--- config.mk ---
export PLATFORM = sky130hd
export DESIGN_NAME = id_stage
export DESIGN_NICKNAME = d
export VERILOG_FILES = /design/src/hdl/rv_pkg.sv /design/src/hdl/dec_ctrl_if.sv /design/src/hdl/regfile.sv /design/src/hdl/inst_decoder.sv /design/src/hdl/imm_gen.sv /design/src/hdl/id_ex_reg.sv /design/src/hdl/id_stage.sv
export SDC_FILE = /design/constraint.sdc
export NUM_CORES = 2
export LEC_CHECK = 0
export BUFFER_PORTS_ARGS = -buffer_cell sky130_fd_sc_hd__buf_2
export CORE_MARGIN = 2
export CORE_UTILIZATION = 40
export CTS_CLUSTER_DIAMETER = 150
export CTS_CLUSTER_SIZE = 8
export DETAILED_ROUTE_END_ITERATION = 8
export HOLD_SLACK_MARGIN = 0.08
export PLACE_DENSITY_LB_ADDON = 0.15
export RECOVER_POWER = 50
export SYNTH_ARGS = -nofsm -noshare
export SYNTH_HDL_FRONTEND = slang
export SYNTH_SLANG_ARGS = --single-unit
export TNS_END_PERCENT = 1
--- constraint.sdc ---
create_clock -name clk_i -period 8.23 [get_ports clk_i]
set_clock_uncertainty 0.05 [all_clocks]
set_input_delay 1.646 -clock clk_i [delete_from_list [all_inputs] [get_ports clk_i]]
set_output_delay 1.646 -clock clk_i [all_outputs]
set_load 0.01 [all_outputs]
--- src/hdl/rv_pkg.sv ---
package rv_pkg;

    // ==================================================
    // default widths
    // ==================================================
    parameter int XLEN       = 32;  // data path width
    parameter int REG_ADDR_W = 5;   // x0..x31
    parameter int REG_DEPTH  = 32;  // number of gprs

    // ==================================================
    // major opcodes, instr[6:0]
    // ==================================================
    typedef enum logic [6:0] {
        OPC_LOAD   = 7'b000_0011,
        OPC_STORE  = 7'b010_0011,
        OPC_BRANCH = 7'b110_0011,
        OPC_JAL    = 7'b110_1111,
        OPC_JALR   = 7'b110_0111,
        OPC_OP_IMM = 7'b001_0011,
        OPC_OP     = 7'b011_0011,
        OPC_LUI    = 7'b011_0111,
        OPC_AUIPC  = 7'b001_0111
    } opcode_e;

    // alu operation handed to execute
    typedef enum logic [3:0] {
        ALU_ADD    = 4'h0,
        ALU_SUB    = 4'h1,  // also beq/bne compare
        ALU_SLL    = 4'h2,
        ALU_SRL    = 4'h3,
        ALU_SRA    = 4'h4,
        ALU_SLT    = 4'h5,  // blt/bge
        ALU_SLTU   = 4'h6,  // bltu/bgeu
        ALU_XOR    = 4'h7,
        ALU_OR     = 4'h8,
        ALU_AND    = 4'h9,
        ALU_PASS_B = 4'ha   // lui, operand b straight through
    } alu_op_e;

    // immediate layout selector for imm_gen
    typedef enum logic [2:0] {
        IMM_NONE = 3'd0,  // r-type, no immediate
        IMM_I    = 3'd1,
        IMM_S    = 3'd2,
        IMM_B    = 3'd3,
        IMM_U    = 3'd4,
        IMM_J    = 3'd5
    } imm_fmt_e;

    // ==================================================
    // bubble
    // ==================================================
    // addi x0, x0, 0
    parameter logic [31:0] NOP_INSTR = 32'h0000_0013;

endpackage

--- src/hdl/dec_ctrl_if.sv ---
`timescale 1ns/1ps

interface dec_ctrl_if #(
    parameter int ADDR_W = rv_pkg::REG_ADDR_W
);
    rv_pkg::alu_op_e    alu_op;
    rv_pkg::imm_fmt_e   imm_fmt;
    logic               use_imm;    // operand b from imm
    logic               reg_write;
    logic               mem_read;
    logic               mem_write;
    logic               branch;
    logic               jump;
    logic [ADDR_W-1:0]  rs1_addr;   // zero when unused
    logic [ADDR_W-1:0]  rs2_addr;
    logic [ADDR_W-1:0]  rd_addr;
    logic               illegal;

    modport decoder (output alu_op, imm_fmt, use_imm, reg_write, mem_read, mem_write,
                     branch, jump, rs1_addr, rs2_addr, rd_addr, illegal);

    // pipeline register only latches what execute needs
    modport sink (input alu_op, use_imm, reg_write, mem_read, mem_write,
                  branch, jump, rd_addr, illegal);

endinterface

--- src/hdl/regfile.sv ---
`timescale 1ns/1ps

module regfile #(
    parameter int DATA_W = 32,
    parameter int ADDR_W = 5,
    parameter int DEPTH  = 32
) (
    input  logic              clk_i,
    input  logic              resetn_i,
    input  logic [ADDR_W-1:0] rs1_addr_i,
    input  logic [ADDR_W-1:0] rs2_addr_i,
    input  logic [ADDR_W-1:0] rd_addr_i,     // write-back target
    input  logic [DATA_W-1:0] rd_wr_data_i,
    input  logic              rd_wr_en_i,
    output logic [DATA_W-1:0] rs1_data_o,
    output logic [DATA_W-1:0] rs2_data_o
);

    logic [DATA_W-1:0] regs [DEPTH];
    logic              wr_commit;  // write will land at this edge

    assign wr_commit = rd_wr_en_i && (rd_addr_i != '0);

    // ==================================================
    // write port
    // ==================================================
    always_ff @(posedge clk_i) begin
        if (!resetn_i) begin
            for (int i = 0; i < DEPTH; i++) begin  // every entry, last one too
                regs[i] <= '0;
            end
        end else if (wr_commit) begin
            regs[rd_addr_i] <= rd_wr_data_i;
        end
    end

    // read with same-cycle bypass from write-back
    function automatic logic [DATA_W-1:0] read_port(input logic [ADDR_W-1:0] addr);
        logic [DATA_W-1:0] data;
        if (addr == '0) begin
            data = '0;                 // x0
        end else if (wr_commit && (addr == rd_addr_i)) begin
            data = rd_wr_data_i;       // forward
        end else begin
            data = regs[addr];
        end
        return data;
    endfunction

    assign rs1_data_o = read_port(rs1_addr_i);
    assign rs2_data_o = read_port(rs2_addr_i);

    // x0 storage must never pick up a value
    a_x0_zero : assert property (@(posedge clk_i) disable iff (!resetn_i)
        regs[0] == '0)
        else $error("regfile: entry 0 nonzero");

endmodule

--- src/hdl/inst_decoder.sv ---
`timescale 1ns/1ps

module inst_decoder (
    input  logic [31:0]  instr_i,
    input  logic         instr_valid_i,
    dec_ctrl_if.decoder  ctrl
);

    rv_pkg::opcode_e opcode;
    logic [2:0]      funct3;
    logic [6:0]      funct7;
    logic            bad;                       // unsupported encoding
    logic            use_rs1, use_rs2, use_rd;  // fields present in format

    assign opcode = rv_pkg::opcode_e'(instr_i[6:0]);
    assign funct3 = instr_i[14:12];
    assign funct7 = instr_i[31:25];

    // ==================================================
    // opcode / funct decode
    // ==================================================
    always_comb begin
        ctrl.alu_op    = rv_pkg::ALU_ADD;
        ctrl.imm_fmt   = rv_pkg::IMM_NONE;
        ctrl.use_imm   = 1'b0;
        ctrl.reg_write = 1'b0;
        ctrl.mem_read  = 1'b0;
        ctrl.mem_write = 1'b0;
        ctrl.branch    = 1'b0;
        ctrl.jump      = 1'b0;
        use_rs1        = 1'b0;
        use_rs2        = 1'b0;
        use_rd         = 1'b0;
        bad            = 1'b0;
        case (opcode)
            rv_pkg::OPC_LOAD: begin  // address = rs1 + imm
                ctrl.imm_fmt = rv_pkg::IMM_I;
                {ctrl.use_imm, ctrl.reg_write, ctrl.mem_read} = 3'b111;
                {use_rs1, use_rd} = 2'b11;
            end
            rv_pkg::OPC_STORE: begin
                ctrl.imm_fmt = rv_pkg::IMM_S;
                {ctrl.use_imm, ctrl.mem_write} = 2'b11;
                {use_rs1, use_rs2} = 2'b11;
            end
            rv_pkg::OPC_BRANCH: begin
                ctrl.imm_fmt = rv_pkg::IMM_B;
                ctrl.branch  = 1'b1;
                {use_rs1, use_rs2} = 2'b11;
                case (funct3[2:1])
                    2'b00:   ctrl.alu_op = rv_pkg::ALU_SUB;   // beq, bne
                    2'b10:   ctrl.alu_op = rv_pkg::ALU_SLT;   // blt, bge
                    2'b11:   ctrl.alu_op = rv_pkg::ALU_SLTU;  // bltu, bgeu
                    default: bad = 1'b1;                      // 010, 011 reserved
                endcase
            end
            rv_pkg::OPC_JAL: begin   // rd = pc + 4, target from imm
                ctrl.imm_fmt = rv_pkg::IMM_J;
                {ctrl.use_imm, ctrl.reg_write, ctrl.jump} = 3'b111;
                use_rd = 1'b1;
            end
            rv_pkg::OPC_JALR: begin
                ctrl.imm_fmt = rv_pkg::IMM_I;
                {ctrl.use_imm, ctrl.reg_write, ctrl.jump} = 3'b111;
                {use_rs1, use_rd} = 2'b11;
            end
            rv_pkg::OPC_OP_IMM: begin
                ctrl.imm_fmt = rv_pkg::IMM_I;
                {ctrl.use_imm, ctrl.reg_write} = 2'b11;
                {use_rs1, use_rd} = 2'b11;
                case (funct3)
                    3'b000: ctrl.alu_op = rv_pkg::ALU_ADD;
                    3'b010: ctrl.alu_op = rv_pkg::ALU_SLT;
                    3'b011: ctrl.alu_op = rv_pkg::ALU_SLTU;
                    3'b100: ctrl.alu_op = rv_pkg::ALU_XOR;
                    3'b110: ctrl.alu_op = rv_pkg::ALU_OR;
                    3'b111: ctrl.alu_op = rv_pkg::ALU_AND;
                    3'b001: begin                                  // slli
                        ctrl.alu_op = rv_pkg::ALU_SLL;
                        bad = (funct7 != 7'b000_0000);
                    end
                    default: begin                                 // srli / srai
                        ctrl.alu_op = funct7[5] ? rv_pkg::ALU_SRA : rv_pkg::ALU_SRL;
                        bad = ((funct7 & 7'b101_1111) != 7'b000_0000);
                    end
                endcase
            end
            rv_pkg::OPC_OP: begin
                ctrl.reg_write = 1'b1;
                {use_rs1, use_rs2, use_rd} = 3'b111;
                case (funct3)
                    3'b000:  ctrl.alu_op = funct7[5] ? rv_pkg::ALU_SUB : rv_pkg::ALU_ADD;
                    3'b001:  ctrl.alu_op = rv_pkg::ALU_SLL;
                    3'b010:  ctrl.alu_op = rv_pkg::ALU_SLT;
                    3'b011:  ctrl.alu_op = rv_pkg::ALU_SLTU;
                    3'b100:  ctrl.alu_op = rv_pkg::ALU_XOR;
                    3'b101:  ctrl.alu_op = funct7[5] ? rv_pkg::ALU_SRA : rv_pkg::ALU_SRL;
                    3'b110:  ctrl.alu_op = rv_pkg::ALU_OR;
                    default: ctrl.alu_op = rv_pkg::ALU_AND;
                endcase
                // only 0000000, or 0100000 on add/sub and srl/sra
                bad = ((funct7 & 7'b101_1111) != 7'b000_0000) ||
                      (funct7[5] && (funct3 != 3'b000) && (funct3 != 3'b101));
            end
            rv_pkg::OPC_LUI: begin   // rd = imm
                ctrl.alu_op  = rv_pkg::ALU_PASS_B;
                ctrl.imm_fmt = rv_pkg::IMM_U;
                {ctrl.use_imm, ctrl.reg_write} = 2'b11;
                use_rd = 1'b1;
            end
            rv_pkg::OPC_AUIPC: begin // rd = pc + imm
                ctrl.imm_fmt = rv_pkg::IMM_U;
                {ctrl.use_imm, ctrl.reg_write} = 2'b11;
                use_rd = 1'b1;
            end
            default: bad = 1'b1;
        endcase
        if (bad) begin  // no architectural side effect from an illegal op
            {ctrl.reg_write, ctrl.mem_read, ctrl.mem_write} = 3'b000;
            {ctrl.branch, ctrl.jump} = 2'b00;
            use_rd = 1'b0;
        end
        ctrl.illegal  = bad && instr_valid_i;
        // no regfile read for an empty slot or an absent field
        ctrl.rs1_addr = (use_rs1 && instr_valid_i) ? instr_i[19:15] : '0;
        ctrl.rs2_addr = (use_rs2 && instr_valid_i) ? instr_i[24:20] : '0;
        ctrl.rd_addr  = use_rd ? instr_i[11:7] : '0;
    end

    always_comb begin
        a_mem_excl : assert (!(ctrl.mem_read && ctrl.mem_write))
            else $error("inst_decoder: load and store together");
    end

endmodule

--- src/hdl/imm_gen.sv ---
`timescale 1ns/1ps

module imm_gen #(
    parameter int DATA_W = 32
) (
    input  logic [31:0]      instr_i,
    input  rv_pkg::imm_fmt_e imm_fmt_i,
    output logic [DATA_W-1:0] imm_o
);

    logic [31:0] imm32;  // 32-bit form before widening

    // ==================================================
    // per-format bit gather
    // ==================================================
    always_comb begin
        case (imm_fmt_i)
            rv_pkg::IMM_I: begin
                imm32 = {{20{instr_i[31]}}, instr_i[31:20]};
            end
            rv_pkg::IMM_S: begin  // split around rd field
                imm32 = {{20{instr_i[31]}}, instr_i[31:25], instr_i[11:7]};
            end
            rv_pkg::IMM_B: begin  // bit 0 implied zero
                imm32 = {{19{instr_i[31]}}, instr_i[31], instr_i[7],
                         instr_i[30:25], instr_i[11:8], 1'b0};
            end
            rv_pkg::IMM_U: begin
                imm32 = {instr_i[31:12], 12'h000};
            end
            rv_pkg::IMM_J: begin  // +-1 MiB jump range
                imm32 = {{11{instr_i[31]}}, instr_i[31], instr_i[19:12],
                         instr_i[20], instr_i[30:21], 1'b0};
            end
            default: begin
                imm32 = '0;       // r-type
            end
        endcase
    end

    // sign bit is always instr[31]
    assign imm_o = DATA_W'($signed(imm32));

endmodule

--- src/hdl/id_ex_reg.sv ---
`timescale 1ns/1ps

module id_ex_reg #(
    parameter int DATA_W = 32,
    parameter int ADDR_W = 5
) (
    input  logic              clk_i,
    input  logic              resetn_i,
    input  logic              stall_i,        // hold everything
    input  logic              flush_i,        // beats stall
    input  logic              instr_valid_i,
    dec_ctrl_if.sink          ctrl,
    input  logic [DATA_W-1:0] rs1_data_i,
    input  logic [DATA_W-1:0] rs2_data_i,
    input  logic [DATA_W-1:0] imm_i,
    output logic              ex_valid_o,
    output rv_pkg::alu_op_e   ex_alu_op_o,
    output logic              ex_use_imm_o,
    output logic              ex_reg_write_o,
    output logic              ex_mem_read_o,
    output logic              ex_mem_write_o,
    output logic              ex_branch_o,
    output logic              ex_jump_o,
    output logic              ex_illegal_o,
    output logic [ADDR_W-1:0] ex_rd_addr_o,
    output logic [DATA_W-1:0] ex_rs1_data_o,
    output logic [DATA_W-1:0] ex_rs2_data_o,
    output logic [DATA_W-1:0] ex_imm_o
);

    // bubble payload taken from the canonical nop
    localparam logic [ADDR_W-1:0] NOP_RD  = ADDR_W'(rv_pkg::NOP_INSTR[11:7]);
    localparam logic [DATA_W-1:0] NOP_IMM = DATA_W'($signed(rv_pkg::NOP_INSTR[31:20]));

    logic load_bubble;  // flush, or empty slot while not stalled
    logic load_instr;

    assign load_bubble = flush_i || (!stall_i && !instr_valid_i);
    assign load_instr  = !flush_i && !stall_i && instr_valid_i;

    // ==================================================
    // control levels
    // ==================================================
    always_ff @(posedge clk_i) begin
        if (!resetn_i || load_bubble) begin
            ex_valid_o     <= 1'b0;
            ex_alu_op_o    <= rv_pkg::ALU_ADD;  // addi x0,x0,0
            ex_use_imm_o   <= 1'b1;
            ex_reg_write_o <= 1'b0;
            ex_mem_read_o  <= 1'b0;
            ex_mem_write_o <= 1'b0;
            ex_branch_o    <= 1'b0;
            ex_jump_o      <= 1'b0;
            ex_illegal_o   <= 1'b0;
        end else if (load_instr) begin
            ex_valid_o     <= 1'b1;
            ex_alu_op_o    <= ctrl.alu_op;
            ex_use_imm_o   <= ctrl.use_imm;
            ex_reg_write_o <= ctrl.reg_write;
            ex_mem_read_o  <= ctrl.mem_read;
            ex_mem_write_o <= ctrl.mem_write;
            ex_branch_o    <= ctrl.branch;
            ex_jump_o      <= ctrl.jump;
            ex_illegal_o   <= ctrl.illegal;
        end
    end

    // payload
    always_ff @(posedge clk_i) begin
        if (load_bubble) begin
            ex_rd_addr_o  <= NOP_RD;
            ex_rs1_data_o <= '0;
            ex_rs2_data_o <= '0;
            ex_imm_o      <= NOP_IMM;
        end else if (load_instr) begin
            ex_rd_addr_o  <= ctrl.rd_addr;
            ex_rs1_data_o <= rs1_data_i;
            ex_rs2_data_o <= rs2_data_i;
            ex_imm_o      <= imm_i;
        end
    end

    // a bubble must never retire a write
    a_wr_valid : assert property (@(posedge clk_i) disable iff (!resetn_i)
        ex_reg_write_o |-> ex_valid_o)
        else $error("id_ex_reg: reg_write on invalid slot");

endmodule

--- src/hdl/id_stage.sv ---
`timescale 1ns/1ps

module id_stage #(
    parameter int DATA_W = rv_pkg::XLEN,
    parameter int ADDR_W = rv_pkg::REG_ADDR_W,
    parameter int DEPTH  = rv_pkg::REG_DEPTH
) (
    input  logic              clk_i,
    input  logic              resetn_i,
    // fetch
    input  logic [31:0]       instr_i,
    input  logic              instr_valid_i,
    // write-back
    input  logic              rd_wr_en_i,
    input  logic [ADDR_W-1:0] rd_addr_i,
    input  logic [DATA_W-1:0] rd_wr_data_i,
    // hazard control
    input  logic              stall_i,
    input  logic              flush_i,
    // to execute
    output logic              ex_valid_o,
    output rv_pkg::alu_op_e   ex_alu_op_o,
    output logic              ex_use_imm_o,
    output logic              ex_reg_write_o,
    output logic              ex_mem_read_o,
    output logic              ex_mem_write_o,
    output logic              ex_branch_o,
    output logic              ex_jump_o,
    output logic              ex_illegal_o,
    output logic [ADDR_W-1:0] ex_rd_addr_o,
    output logic [DATA_W-1:0] ex_rs1_data_o,
    output logic [DATA_W-1:0] ex_rs2_data_o,
    output logic [DATA_W-1:0] ex_imm_o
);

    logic [DATA_W-1:0] rs1_data;
    logic [DATA_W-1:0] rs2_data;
    logic [DATA_W-1:0] imm;

    dec_ctrl_if #(.ADDR_W(ADDR_W)) ctrl_if ();

    inst_decoder u_decoder (
        .instr_i       (instr_i),
        .instr_valid_i (instr_valid_i),
        .ctrl          (ctrl_if)
    );

    imm_gen #(.DATA_W(DATA_W)) u_imm_gen (
        .instr_i   (instr_i),
        .imm_fmt_i (ctrl_if.imm_fmt),
        .imm_o     (imm)
    );

    regfile #(.DATA_W(DATA_W), .ADDR_W(ADDR_W), .DEPTH(DEPTH)) u_regfile (
        .clk_i        (clk_i),
        .resetn_i     (resetn_i),
        .rs1_addr_i   (ctrl_if.rs1_addr),  // zeroed by decoder when unused
        .rs2_addr_i   (ctrl_if.rs2_addr),
        .rd_addr_i    (rd_addr_i),
        .rd_wr_data_i (rd_wr_data_i),
        .rd_wr_en_i   (rd_wr_en_i),
        .rs1_data_o   (rs1_data),
        .rs2_data_o   (rs2_data)
    );

    id_ex_reg #(.DATA_W(DATA_W), .ADDR_W(ADDR_W)) u_id_ex (
        .clk_i          (clk_i),
        .resetn_i       (resetn_i),
        .stall_i        (stall_i),
        .flush_i        (flush_i),
        .instr_valid_i  (instr_valid_i),
        .ctrl           (ctrl_if),
        .rs1_data_i     (rs1_data),
        .rs2_data_i     (rs2_data),
        .imm_i          (imm),
        .ex_valid_o     (ex_valid_o),
        .ex_alu_op_o    (ex_alu_op_o),
        .ex_use_imm_o   (ex_use_imm_o),
        .ex_reg_write_o (ex_reg_write_o),
        .ex_mem_read_o  (ex_mem_read_o),
        .ex_mem_write_o (ex_mem_write_o),
        .ex_branch_o    (ex_branch_o),
        .ex_jump_o      (ex_jump_o),
        .ex_illegal_o   (ex_illegal_o),
        .ex_rd_addr_o   (ex_rd_addr_o),
        .ex_rs1_data_o  (ex_rs1_data_o),
        .ex_rs2_data_o  (ex_rs2_data_o),
        .ex_imm_o       (ex_imm_o)
    );

endmodule

==> metrics.cfg <==
[outcome]
status=finished, violations left
violations=capacitance limit, slew limit

[routing]
avgRoutedWirePerCell_microns=35.5
routed_wl_mm=276
drc=0
first_pass_iters=9
final_antenna_net_count=0
routed_via_density=6.51
vias=50600
drtIter0Drc=8038

[flow_run]
drv_cap=26

[worst_setup_path]
crit_type=input port to register
critPathMaxStageDelay_ps=2160
arrival_ps=7660
worstPathRequired_ps=8820
worst-path-max-fanout=35
endpoint_kind=register
cp_cell_sequence=clkbuf_1, nor2_4, clkbuf_1, nand2_1, nor2_2, clkbuf_1, and2_1
cp-start-kind=input port
path_common_cell=clkbuf_1
crit_slowest_cell=clkbuf_1

[pwr]
irDropWorstVdd_mv=0.152
p_leak_nw=24.4
finalPower_mw=14.1
power_density_nw_per_um2=206

[floorplan]
row_count=143
start_util_pct=40.2
dieWidth_microns=395
die_h_microns=395
dieArea_sq_um=156000
ios=188
core-area_sq_um=152000

[clock_network]
clk_latency_ps=800
post-cts-setup-buffer-count=0
cts.clk_slew.worst_paths_ps=60
cts_resized=0
root_buffer=clkbuf_16
postCtsHoldBufs=0
htreeDepth=4
cts.path.max_buffers=3
cts_made_buffers=160
cts_tree=built
cts_sinks=1137

[synthesis]
synth_area_leader_cell=edfxtp_1
syn_area_per_cell_sq_um=10.7
synthTopCellsByCount=edfxtp_1 (1,024), and2_1 (909), nand2_1 (623)
synthCells=5707
async_reset_ff_share_pct=0
synth.most_common_cell=edfxtp_1
synth_seq_cells=1137
synthTopCellsByArea=edfxtp_1 (50%), and2_1 (9.3%), mux2i_1 (8.0%), nand2_1 (3.8%), dfxtp_1 (3.7%)
synth_flop_cell=edfxtp_1
syn-cell-area_sq_um=61100
synth_top_area_share_pct=50.3
synth_edf_count=1024
ys_warn_count=0
ys_types=76
yosysSeqAreaShare_pct=54.0

[finish]
postLayoutCellArea_sq_um=68400
fin_nets=5728
fin_cells=7767
area_delta_synth_final_pct=12.0
fill_cells=14000
drive_above_1_share_pct=9.86

[grt]
grt_overflow=0
grt_busiest_layer=met2
grt_usage_pct=34.3
met3_usage_pct=11.3
grt_start_max_net_pins=98
grt_pass1_vias=47900
use_met2_pct=50.9
grt_antenna_before_repair=43
grt_pass1_wl_mm=379
gr-usage-met1_pct=44.7

[sta]
finalCriticalPeriod_ps=7080
worst_pin_slew_ps=4830
fin_crit_sh_pct=86.0
grt_setup_unrepaired=no
tns_ps=0
max_slew_margin_pct=-222
final_max_slew_viol_count=846
setup_viol=0
fmax_ghz=0.141
finalHoldViolCount=0

[placed_design]
portBuffers=187
gp_congestion=0.925
dp.cells=7521
place_area_sq_um=64200
dp_hpwl_mm=163

[worst_hold_path]
hp-class=register to register

-- sequential cells by signal, summed over array words and instances, names as in the netlist --
register,count
u_id_ex.ex_rs1_data_o,32
u_id_ex.ex_mem_read_o,1
u_id_ex.ex_rs2_data_o,32
u_regfile.regs,1024
u_id_ex.ex_illegal_o,1
u_id_ex.ex_use_imm_o,1
u_id_ex.ex_alu_op_o,4
u_id_ex.ex_reg_write_o,1
u_id_ex.ex_branch_o,1
u_id_ex.ex_rd_addr_o,5
u_id_ex.ex_mem_write_o,1
u_id_ex.ex_valid_o,1
u_id_ex.ex_jump_o,1
u_id_ex.ex_imm_o,32
-- report_power, final --
| part | switching (mW) | total (mW) | internal (mW) | leakage, nW |
|---|---|---|---|---|
| Combinational | 0.834 | 1.15 | 0.319 | 11.6 |
| Clock | 2.57 | 6.19 | 3.62 | 2.14 |
| Sequential | 0.158 | 6.76 | 6.60 | 10.7 |
-- placed cells by master (no fill, tap or decap), types with 14 or more instances in the layout --
cell and count:
a2111oi_0 47, a211oi_1 70, a21oi_1 318, a221o_1 35, a221oi_1 130, a222oi_1 42
a22oi_1 48, a2bb2oi_1 15, a31oi_1 94, and2_0 208, and2_1 700, and3_1 116
buf_12 15, buf_2 65, buf_4 128, clkbuf_1 205, clkbuf_16 165, conb_1 32
dfxtp_1 113, edfxtp_1 1024, mux2_2 78, mux2i_1 491, nand2_1 618, nand3_1 99
nor2_1 156, nor2_2 18, nor2b_1 35, nor3_1 88, nor4_1 14, o2111ai_1 17
o211ai_1 32, o21ai_0 232, o21ai_4 28, o221ai_1 29
-- cell type report --
class / count / area [sq um] / area share [%]
sequential: 1137 / 33000 / 48.2
clock inverter: 6 / 67.6 / 0.0987
antenna: 8 / 20.0 / 0.0292
multi-input combinational: 3995 / 26200 / 38.3
clock buffer: 232 / 4380 / 6.40
inverter: 8 / 30.0 / 0.0439
timing repair buffer: 351 / 2160 / 3.16
tap: 2030 / 2540 / 3.71
-- per-layer routing --
metal | vias to the layer above | wire (microns) | share of wire (%)
li1 | 20900 | - | -
met1 | 25100 | 106000 | 38
met2 | 3635 | 119000 | 43
met3 | 811 | 35500 | 13
met4 | 36 | 15500 | 5.6
met5 | - | 230 | 0.083
-- worst max-delay path: cells and delay by family --
kind,cells,cell delay [ps]
AND/OR/NAND/NOR,4,1450
buffers and inverters,3,4530
-- cells by family (layout without fill, tap and decap cells) --
| kind of cell | Yosys count | after routing | synth area share (%) |
|---|---|---|---|
| compound gates | 1253 | 1253 | 13.8 |
| simple gates | 2130 | 2130 | 18.2 |
| buf+inv | 606 | 597 | 4.22 |
| flops | 1137 | 1137 | 54.0 |
| mux | 571 | 571 | 9.55 |
| other cells | 1 | 40 | 0.00614 |
| xor+xnor | 9 | 9 | 0.129 |
-- worst paths after layout --
path,start,to,slack (ps),cells after the start
hold / removal,u_id_ex.ex_rs2_data_o[11],u_id_ex.ex_rs2_data_o[11],400,2
setup / recovery,rd_addr_i[1],u_regfile.regs[8][17],1150,7
hold reg to reg,u_id_ex.ex_rs2_data_o[11],u_id_ex.ex_rs2_data_o[11],400,2
setup reg to reg,u_regfile.regs[10][9],u_id_ex.ex_rs2_data_o[9],5640,6
-- per-stage QoR --
stage | setup WS (ps) | hold slack, ps | utilization (%)
finish | 1150 | 397 | 45.1
global route | 1380 | 424 | 45.0
CTS | 3010 | 397 | 45.2
detailed placement | 2190 | 390 | 42.3
global placement | 2230 | 382 | 42.3
floorplan | 2830 | 413 | -
(Power assumes the default switching activity.)
